$ cat src/gpu_mem_pkg.sv
package gpu_mem_pkg;

    // Byte address into the sprite sheet
    localparam int ADDR_W = 32;

    localparam int DATA_W     = 32;  // AXI-Lite read data
    localparam int WORD_BYTES = DATA_W / 8;

    // Sprite-sheet read sequence
    typedef enum logic [2:0] {
        FETCH_IDLE,
        FETCH_ADDR,
        FETCH_DATA,
        FETCH_DONE
    } fetch_state_e;

endpackage

$ cat src/gpu_cmd_pkg.sv
package gpu_cmd_pkg;

    // Coordinates, sizes and image width
    localparam int COORD_W = 16;

    // Colours and colour-table indices
    localparam int COLOUR_W = 16;

    // Bits per sprite-sheet pixel, value is the bit count
    typedef enum logic [4:0] {
        BPP_1  = 5'd1,
        BPP_2  = 5'd2,
        BPP_4  = 5'd4,
        BPP_8  = 5'd8,
        BPP_16 = 5'd16
    } ct_type_e;

    typedef enum logic {
        SRC_MEMORY,
        SRC_COLOUR
    } colour_source_e;

endpackage
$ cat src/gpu_top.sv
`timescale 1ns/1ps

module gpu_top
    import gpu_cmd_pkg::*, gpu_mem_pkg::*;
#(
    parameter int FB_WIDTH  = 400,
    parameter int FB_HEIGHT = 240
) (
    input  logic                clk,
    input  logic                rst,

    input  logic                command_draw,
    input  logic [ADDR_W-1:0]   image_start,
    input  logic [COORD_W-1:0]  image_width,
    input  logic [COORD_W-1:0]  image_x,
    input  logic [COORD_W-1:0]  image_y,
    input  logic [COORD_W-1:0]  screen_x,
    input  logic [COORD_W-1:0]  screen_y,
    input  logic [COORD_W-1:0]  excerpt_width,
    input  logic [COORD_W-1:0]  excerpt_height,
    input  logic                image_flip_x,
    input  logic                image_flip_y,
    input  ct_type_e            ct_type,
    input  logic                ct_enable,
    input  logic [COLOUR_W-1:0] ct_offset,
    input  logic [COLOUR_W-1:0] draw_colour,
    input  colour_source_e      draw_colour_source,

    // AXI-Lite read master
    output logic [ADDR_W-1:0]   m_axil_araddr,
    output logic                m_axil_arvalid,
    input  logic                m_axil_arready,
    input  logic [DATA_W-1:0]   m_axil_rdata,
    input  logic                m_axil_rvalid,
    output logic                m_axil_rready,

    output logic [COLOUR_W-1:0] ct_address,
    input  logic [COLOUR_W-1:0] ct_colour,

    output logic                is_busy,
    output logic [COORD_W-1:0]  fb_x,
    output logic [COORD_W-1:0]  fb_y,
    output logic [COLOUR_W-1:0] fb_colour,
    output logic                fb_write
);

    logic                walk_start;
    logic                walk_step;
    logic                walk_valid;
    logic [COORD_W-1:0]  pix_x;
    logic [COORD_W-1:0]  pix_y;
    logic [ADDR_W-1:0]   bit_addr;
    logic                fetch_start;
    logic                fetch_done;
    logic [COLOUR_W-1:0] texel;
    logic                lookup_start;
    logic                lookup_done;
    logic [COLOUR_W-1:0] ct_colour_q;

    gpu_draw_ctrl ctrl_inst (
        .clk                (clk),
        .rst                (rst),
        .command_draw       (command_draw),
        .draw_colour_source (draw_colour_source),
        .ct_enable          (ct_enable),
        .draw_colour        (draw_colour),
        .walk_valid         (walk_valid),
        .pix_x              (pix_x),
        .pix_y              (pix_y),
        .fetch_done         (fetch_done),
        .texel              (texel),
        .lookup_done        (lookup_done),
        .ct_colour_q        (ct_colour_q),
        .walk_start         (walk_start),
        .walk_step          (walk_step),
        .fetch_start        (fetch_start),
        .lookup_start       (lookup_start),
        .is_busy            (is_busy),
        .fb_x               (fb_x),
        .fb_y               (fb_y),
        .fb_colour          (fb_colour),
        .fb_write           (fb_write)
    );

    rect_walker #(
        .FB_WIDTH  (FB_WIDTH),
        .FB_HEIGHT (FB_HEIGHT)
    ) walker_inst (
        .clk            (clk),
        .rst            (rst),
        .walk_start     (walk_start),
        .walk_step      (walk_step),
        .image_x        (image_x),
        .image_y        (image_y),
        .image_width    (image_width),
        .ct_type        (ct_type),
        .screen_x       (screen_x),
        .screen_y       (screen_y),
        .excerpt_width  (excerpt_width),
        .excerpt_height (excerpt_height),
        .image_flip_x   (image_flip_x),
        .image_flip_y   (image_flip_y),
        .walk_valid     (walk_valid),
        .pix_x          (pix_x),
        .pix_y          (pix_y),
        .bit_addr       (bit_addr)
    );

    texel_fetch fetch_inst (
        .clk            (clk),
        .rst            (rst),
        .walk_start     (walk_start),
        .fetch_start    (fetch_start),
        .image_start    (image_start),
        .bit_addr       (bit_addr),
        .ct_type        (ct_type),
        .m_axil_arready (m_axil_arready),
        .m_axil_rdata   (m_axil_rdata),
        .m_axil_rvalid  (m_axil_rvalid),
        .m_axil_araddr  (m_axil_araddr),
        .m_axil_arvalid (m_axil_arvalid),
        .m_axil_rready  (m_axil_rready),
        .fetch_done     (fetch_done),
        .texel          (texel)
    );

    palette_lookup lookup_inst (
        .clk          (clk),
        .rst          (rst),
        .lookup_start (lookup_start),
        .texel        (texel),
        .ct_offset    (ct_offset),
        .ct_colour    (ct_colour),
        .ct_address   (ct_address),
        .lookup_done  (lookup_done),
        .ct_colour_q  (ct_colour_q)
    );

endmodule

$ cat src/palette_lookup.sv
`timescale 1ns/1ps

module palette_lookup
    import gpu_cmd_pkg::*;
(
    input  logic                clk,
    input  logic                rst,
    input  logic                lookup_start,
    input  logic [COLOUR_W-1:0] texel,
    input  logic [COLOUR_W-1:0] ct_offset,
    input  logic [COLOUR_W-1:0] ct_colour,
    output logic [COLOUR_W-1:0] ct_address,
    output logic                lookup_done,
    output logic [COLOUR_W-1:0] ct_colour_q
);

    logic [1:0]          start_pipe;
    logic [COLOUR_W-1:0] colour_hold;

    // Two table entries per texel
    always_ff @(posedge clk) begin
        if (lookup_start) begin
            ct_address <= {texel[COLOUR_W-2:0], 1'b0} + ct_offset;
        end
    end

    always_ff @(posedge clk) begin
        if (rst) begin
            start_pipe <= '0;
        end else begin
            start_pipe <= {start_pipe[0], lookup_start};
        end
    end

    assign lookup_done = start_pipe[1];  // Table data arrives here

    always_ff @(posedge clk) begin
        if (lookup_done) begin
            colour_hold <= ct_colour;
        end
    end

    // Bypass on arrival, held afterwards
    assign ct_colour_q = lookup_done ? ct_colour : colour_hold;

endmodule

$ cat src/texel_fetch.sv
`timescale 1ns/1ps

module texel_fetch
    import gpu_cmd_pkg::*, gpu_mem_pkg::*;
(
    input  logic                clk,
    input  logic                rst,
    input  logic                walk_start,
    input  logic                fetch_start,
    input  logic [ADDR_W-1:0]   image_start,
    input  logic [ADDR_W-1:0]   bit_addr,
    input  ct_type_e            ct_type,
    input  logic                m_axil_arready,
    input  logic [DATA_W-1:0]   m_axil_rdata,
    input  logic                m_axil_rvalid,
    output logic [ADDR_W-1:0]   m_axil_araddr,
    output logic                m_axil_arvalid,
    output logic                m_axil_rready,
    output logic                fetch_done,
    output logic [COLOUR_W-1:0] texel
);

    localparam int OFFSET_W = $clog2(DATA_W);

    fetch_state_e      state;
    logic [ADDR_W-1:0] word_addr;
    logic [ADDR_W-1:0] cache_addr;
    logic [DATA_W-1:0] cache_data;
    logic              cache_valid;
    logic              cache_hit;
    logic              read_done;

    // Pixel field, LSB first within the word
    function automatic logic [COLOUR_W-1:0] extract(
        input logic [DATA_W-1:0]   word,
        input logic [OFFSET_W-1:0] offset,
        input ct_type_e            bpp
    );
        logic [DATA_W-1:0] mask;
        mask = (DATA_W'(1) << bpp) - 1'b1;
        return COLOUR_W'((word >> offset) & mask);
    endfunction

    assign word_addr  = image_start + ((bit_addr >> 3) & ~ADDR_W'(WORD_BYTES - 1));
    assign cache_hit  = cache_valid && (cache_addr == word_addr);
    assign read_done  = (state == FETCH_DATA) && m_axil_rvalid;
    assign fetch_done = (state == FETCH_DONE);

    always_ff @(posedge clk) begin
        if (rst) begin
            state          <= FETCH_IDLE;
            m_axil_arvalid <= 1'b0;
            m_axil_rready  <= 1'b0;
        end else begin
            case (state)
                FETCH_IDLE: begin
                    if (fetch_start) begin
                        if (cache_hit) begin
                            state <= FETCH_DONE;
                        end else begin
                            m_axil_araddr  <= word_addr;
                            m_axil_arvalid <= 1'b1;
                            state          <= FETCH_ADDR;
                        end
                    end
                end
                FETCH_ADDR: begin
                    if (m_axil_arready) begin
                        m_axil_arvalid <= 1'b0;
                        m_axil_rready  <= 1'b1;
                        state          <= FETCH_DATA;
                    end
                end
                FETCH_DATA: begin
                    if (m_axil_rvalid) begin
                        m_axil_rready <= 1'b0;
                        state         <= FETCH_DONE;
                    end
                end
                FETCH_DONE: state <= FETCH_IDLE;
                default:    state <= FETCH_IDLE;
            endcase
        end
    end

    // New rectangle may point at a different sheet
    always_ff @(posedge clk) begin
        if (rst || walk_start) begin
            cache_valid <= 1'b0;
        end else if (read_done) begin
            cache_valid <= 1'b1;
        end
    end

    always_ff @(posedge clk) begin
        if (state == FETCH_IDLE && fetch_start && cache_hit) begin
            texel <= extract(cache_data, bit_addr[OFFSET_W-1:0], ct_type);
        end
        if (read_done) begin
            cache_addr <= m_axil_araddr;
            cache_data <= m_axil_rdata;
            texel      <= extract(m_axil_rdata, bit_addr[OFFSET_W-1:0], ct_type);
        end
    end

endmodule

$ cat src/rect_walker.sv
`timescale 1ns/1ps

module rect_walker
    import gpu_cmd_pkg::*, gpu_mem_pkg::*;
#(
    parameter int FB_WIDTH  = 400,
    parameter int FB_HEIGHT = 240
) (
    input  logic               clk,
    input  logic               rst,
    input  logic               walk_start,
    input  logic               walk_step,
    input  logic [COORD_W-1:0] image_x,
    input  logic [COORD_W-1:0] image_y,
    input  logic [COORD_W-1:0] image_width,
    input  ct_type_e           ct_type,
    input  logic [COORD_W-1:0] screen_x,
    input  logic [COORD_W-1:0] screen_y,
    input  logic [COORD_W-1:0] excerpt_width,
    input  logic [COORD_W-1:0] excerpt_height,
    input  logic               image_flip_x,
    input  logic               image_flip_y,
    output logic               walk_valid,
    output logic [COORD_W-1:0] pix_x,
    output logic [COORD_W-1:0] pix_y,
    output logic [ADDR_W-1:0]  bit_addr
);

    logic [COORD_W-1:0] col;
    logic [COORD_W-1:0] row;
    logic               last_col;
    logic [COORD_W-1:0] next_col;
    logic [COORD_W-1:0] next_row;
    logic [COORD_W-1:0] src_x;
    logic [COORD_W-1:0] src_y;
    logic [ADDR_W-1:0]  sprite_index;

    // Framebuffer position of a rectangle offset, without wrap
    function automatic logic on_screen(
        input logic [COORD_W-1:0] cx,
        input logic [COORD_W-1:0] cy
    );
        logic [COORD_W:0] fx;
        logic [COORD_W:0] fy;
        fx = {1'b0, screen_x} + {1'b0, cx};
        fy = {1'b0, screen_y} + {1'b0, cy};
        return (fx < FB_WIDTH) && (fy < FB_HEIGHT);
    endfunction

    assign last_col = (col == excerpt_width - 1'b1);
    assign next_col = last_col ? '0 : col + 1'b1;
    assign next_row = last_col ? row + 1'b1 : row;

    always_ff @(posedge clk) begin
        if (rst) begin
            walk_valid <= 1'b0;
            col        <= '0;
            row        <= '0;
        end else if (walk_start) begin
            col        <= '0;
            row        <= '0;
            walk_valid <= (excerpt_width != '0) && (excerpt_height != '0) && on_screen('0, '0);
        end else if (walk_step) begin
            col <= next_col;
            row <= next_row;
            // Clipping ends the walk, not just the row
            walk_valid <= (next_row < excerpt_height) && on_screen(next_col, next_row);
        end
    end

    assign pix_x = screen_x + col;
    assign pix_y = screen_y + row;

    assign src_x = image_x + (image_flip_x ? excerpt_width - 1'b1 - col : col);
    assign src_y = image_y + (image_flip_y ? excerpt_height - 1'b1 - row : row);

    assign sprite_index = ADDR_W'(src_x) + ADDR_W'(image_width) * ADDR_W'(src_y);
    assign bit_addr     = sprite_index * ADDR_W'(ct_type);

endmodule

$ cat src/gpu_draw_ctrl.sv
`timescale 1ns/1ps

module gpu_draw_ctrl
    import gpu_cmd_pkg::*;
(
    input  logic                clk,
    input  logic                rst,

    input  logic                command_draw,
    input  colour_source_e      draw_colour_source,
    input  logic                ct_enable,
    input  logic [COLOUR_W-1:0] draw_colour,

    input  logic                walk_valid,
    input  logic [COORD_W-1:0]  pix_x,
    input  logic [COORD_W-1:0]  pix_y,
    input  logic                fetch_done,
    input  logic [COLOUR_W-1:0] texel,
    input  logic                lookup_done,
    input  logic [COLOUR_W-1:0] ct_colour_q,

    output logic                walk_start,
    output logic                walk_step,
    output logic                fetch_start,
    output logic                lookup_start,

    output logic                is_busy,
    output logic [COORD_W-1:0]  fb_x,
    output logic [COORD_W-1:0]  fb_y,
    output logic [COLOUR_W-1:0] fb_colour,
    output logic                fb_write
);

    typedef enum logic [2:0] {
        CTRL_IDLE,
        CTRL_LOAD,
        CTRL_FETCH,
        CTRL_LOOKUP,
        CTRL_WRITE
    } ctrl_state_e;

    ctrl_state_e         state;
    ctrl_state_e         state_next;
    logic [COLOUR_W-1:0] write_colour;  // Colour of the pixel about to be written
    logic                solid;

    assign solid = (draw_colour_source == SRC_COLOUR);

    always_comb begin
        state_next   = state;
        write_colour = draw_colour;
        case (state)
            CTRL_IDLE: begin
                if (command_draw) begin
                    state_next = CTRL_LOAD;
                end
            end
            CTRL_LOAD: begin
                // Walker output for the current pixel is settled here
                if (!walk_valid) begin
                    state_next = CTRL_IDLE;
                end else if (solid) begin
                    state_next = CTRL_WRITE;
                end else begin
                    state_next = CTRL_FETCH;
                end
            end
            CTRL_FETCH: begin
                if (fetch_done) begin
                    if (ct_enable) begin
                        state_next = CTRL_LOOKUP;
                    end else begin
                        state_next   = CTRL_WRITE;
                        write_colour = texel;
                    end
                end
            end
            CTRL_LOOKUP: begin
                if (lookup_done) begin
                    state_next   = CTRL_WRITE;
                    write_colour = ct_colour_q;
                end
            end
            CTRL_WRITE: state_next = CTRL_LOAD;
            default:    state_next = CTRL_IDLE;
        endcase
    end

    always_ff @(posedge clk) begin
        if (rst) begin
            state <= CTRL_IDLE;
        end else begin
            state <= state_next;
        end
    end

    // Framebuffer payload, held for the write cycle
    always_ff @(posedge clk) begin
        if (state != CTRL_WRITE && state_next == CTRL_WRITE) begin
            fb_x      <= pix_x;
            fb_y      <= pix_y;
            fb_colour <= write_colour;
        end
    end

    assign walk_start   = (state == CTRL_IDLE) && command_draw;
    assign walk_step    = (state == CTRL_WRITE);
    assign fetch_start  = (state == CTRL_LOAD) && walk_valid && !solid;
    assign lookup_start = (state == CTRL_FETCH) && fetch_done && ct_enable;

    assign is_busy  = (state != CTRL_IDLE);
    assign fb_write = (state == CTRL_WRITE);  // One pulse per pixel

endmodule

$ cat config.mk
export PLATFORM = sky130hd
export DESIGN_NAME = gpu_top
export DESIGN_NICKNAME = d
export VERILOG_FILES = /design/src/gpu_mem_pkg.sv /design/src/gpu_cmd_pkg.sv /design/src/gpu_top.sv /design/src/palette_lookup.sv /design/src/texel_fetch.sv /design/src/rect_walker.sv /design/src/gpu_draw_ctrl.sv
export SDC_FILE = /design/constraint.sdc
export NUM_CORES = 2
export LEC_CHECK = 0
export BUFFER_PORTS_ARGS = -buffer_cell sky130_fd_sc_hd__buf_2
export CORE_AREA = 2 2 272 274
export CTS_CLUSTER_SIZE = 14
export DETAILED_ROUTE_END_ITERATION = 16
export DIE_AREA = 0 0 274 276
export SLEW_MARGIN = 20
export SYNTH_ARGS = -nofsm -noshare
export SYNTH_HDL_FRONTEND = slang
export SYNTH_SLANG_ARGS = --single-unit
$ cat constraint.sdc
create_clock -name clk -period 37.6 [get_ports clk]
set_input_delay 7.52 -clock clk [delete_from_list [all_inputs] [get_ports clk]]
set_output_delay 7.52 -clock clk [all_outputs]
set_load 0.01 [all_outputs]
==> results by group <==
Status
  • Outcome: complete, no violations

Routing
  • Starting DRT DRC Count: 1634
  • Post-DR wirelength/cell: 17.7 um
  • ANT nets after route: 0
  • Via count: 26700
  • WL final: 87.0 mm
  • 1st-pass router iterations: 5
  • Drc violations: 0
  • Via-per-instance ratio: 5.43

Placed design
  • GPL Wtd Cong: 0.928
  • Placed insts: 4856
  • IO Port Bufs: 337
  • DP HPWL: 71.2 mm

CTS
  • Root Buffer: clkbuf_16
  • Clock sink count: 219
  • CTS buffer count: 26
  • TritonCTS clock tree: yes
  • Maximum clock path buffer count: 3
  • Post-cts hold buffer count: 0
  • Htree depth: 1
  • Clock Pin Slew Worst Setup and Hold Paths: 0.06 ns
  • Buffers inserted by post-CTS timing repair: 0
  • Post-CTS sizing: 0
  • Clock Latency Late Sink: 0.58 ns

STA
  • Final Skew: 0.0435 ns
  • Final Max Slew Viols: 0
  • Maximum clock rate: 42.3 MHz
  • RSZ-0062 raised after global routing: no
  • Setup TNS: 0 ns
  • Tcrit/Tclk final: 62.9%
  • Relative slew margins: 27.2%
  • Final hold vios: 0
  • Final setup vio count: 0
  • Worst Max-Slew Pin Slew: 1.09 ns
  • Final worst path period need: 23.66 ns

Critical path
  • Crit path required time: 37.80 ns
  • Worst setup path class: input pin to register
  • CP max stage delay: 0.71 ns
  • CP Launch Type: input pin
  • Worst-path maximum fanout: 16
  • Critical path data arrival time: 23.86 ns
  • Slowest cell on crit path: nor4_4
  • Most used cell, CP: fa_1
  • Crit end category: register

Die
  • Die area: 75600 um2
  • I/O pin count: 338
  • Core ar.: 72600 um2
  • Vert. Die Dim: 276 um
  • Die width: 274 um
  • Initial Util: 44.6%
  • Placement Rows: 99

Layout
  • Post-route insts no fill: 4915
  • FF+latch area: 6150 um2
  • Fill cells: 7091
  • Share of post-route cells with drive strength above 1: 12.4%
  • Multi-input gate area: 23900 um2
  • Layout area overhead: 11.0%
  • Final nets: 4792

Synthesis
  • Synthesized area per cell: 8.85 um2
  • Top post-synthesis cells by area: fa_1 (19%), edfxtp_1 (16%), ha_1 (13%), inv_1 (5.9%), nand2_1 (5.0%)
  • Most common cell in the netlist: inv_1
  • Register area share after synthesis: 19.0%
  • Syn Nets: 4524
  • Post-synth top area cell: fa_1
  • Post-synthesis cell count: 3657
  • Register bit total from synthesis: 219
  • EDFF count, synth: 176
  • Share of the synthesized area in the top cell type: 18.6%
  • Async SR Flop Fraction: 0%
  • Synth Flop Type: edfxtp_1
  • Post-Syn Area: 32400 um2
  • Netlist cell types: 94
  • Most frequent cells after synthesis: inv_1 (511), nand2_1 (432), ha_1 (328)
  • Syn. warnings: 0

Global routing
  • Largest net degree at the start of global routing: 69
  • First-pass GRT wire length: 139 mm
  • Vias in the first global route: 26500
  • GR Overflow Total: 0
  • GRT Util Overall: 22.8%
  • Initial antenna violation count: 16

Hold path
  • Hold Crit Class: register to register

Job
  • Max-cap viol count: 0
-- kinds of logic after synthesis --
| kind of cell | count (synthesis) | share of synthesized area, % |
|---|---|---|
| AO/OA/AOI/OAI | 647 | 13.0 |
| XOR/XNOR | 252 | 7.16 |
| adder cells (fa/ha/maj) | 629 | 31.3 |
| buffers and inverters | 631 | 7.38 |
| flip-flops | 219 | 19.0 |
| multiplexers | 92 | 4.15 |
| AND/OR/NAND/NOR | 1187 | 18.0 |
-- critical path, delay by kind of cell --
family / cells / cell delay, ns
simple gates: 13 / 2.59
buf+inv: 7 / 0.57
fa+ha+maj: 15 / 6.14
xor+xnor: 5 / 1.27
compound gates: 29 / 5.79
-- metal layers --
metal	vias up	global-route usage, %	wire length [um]
li1	12900	-	-
met1	12900	29.9	37400
met2	641	39.3	42700
met3	132	2.81	4650
met4	10	6.59	2230
met5	-	0	47
-- stage by stage --
stage          instance area [um2]  util (%)  hold slack (ns)  worst slack, ns
3_5_place_dp                 35000      48.3            0.427            13.46
5_1_grt                      35900      49.5            0.456            12.68
4_1_cts                      35900      49.5            0.441            13.95
3_3_place_gp                 35000      48.3            0.419            13.81
2_1_floorplan                32400         -            0.414            13.65
6_report                     35900      49.5            0.438            13.94
-- registers in the layout, indices dropped and copies added (netlist names) --
| signal | cells |
|---|---|
| ctrl_inst.fb_colour | 16 |
| ctrl_inst.fb_x | 16 |
| ctrl_inst.fb_y | 16 |
| ctrl_inst.state | 3 |
| fetch_inst.cache_addr | 32 |
| fetch_inst.cache_data | 32 |
| fetch_inst.cache_valid | 1 |
| fetch_inst.m_axil_araddr | 32 |
| fetch_inst.m_axil_arvalid | 1 |
| fetch_inst.m_axil_rready | 1 |
| fetch_inst.state | 2 |
| fetch_inst.texel | 16 |
| lookup_inst.ct_address | 16 |
| lookup_inst.start_pipe | 2 |
| walker_inst.col | 16 |
| walker_inst.row | 16 |
| walker_inst.walk_valid | 1 |
-- cell usage in the layout, fill, tap and decap left out, drive strengths merged, types with 137 or more instances in the layout --
master,instances
and2,176
buf,359
ha,328
a21oi,192
fa,301
edfxtp,176
xnor2,185
nand2,433
inv,511
nor2,206
o21ai,137
-- worst paths after layout --
kind / start / end / slack (ns) / cells past startpoint
setup reg to reg: walker_inst.row[0]$_SDFFE_PP0P_ / fetch_inst.texel[9]$_DFFE_PP_ / 20.35 / 69
setup / recovery: excerpt_height[0] / fetch_inst.texel[9]$_DFFE_PP_ / 13.94 / 69
hold / removal: lookup_inst.start_pipe[0]$_SDFF_PP0_ / lookup_inst.start_pipe[1]$_SDFF_PP0_ / 0.44 / 1
hold reg to reg: lookup_inst.start_pipe[0]$_SDFF_PP0_ / lookup_inst.start_pipe[1]$_SDFF_PP0_ / 0.44 / 1
-- cell type report --
class / instances / area share (%)
clock inverter: 11 / 0.411
inverter: 512 / 5.35
timing repair buffer: 359 / 5.15
multi-input combinational: 2807 / 66.5
sequential: 219 / 17.1
tap: 959 / 3.34
antenna: 11 / 0.0766
clock buffer: 37 / 2.01
Power is left out: the tool's default activity adds up to more than one toggle a clock period on the data nets, which glitch-free logic cannot reach.
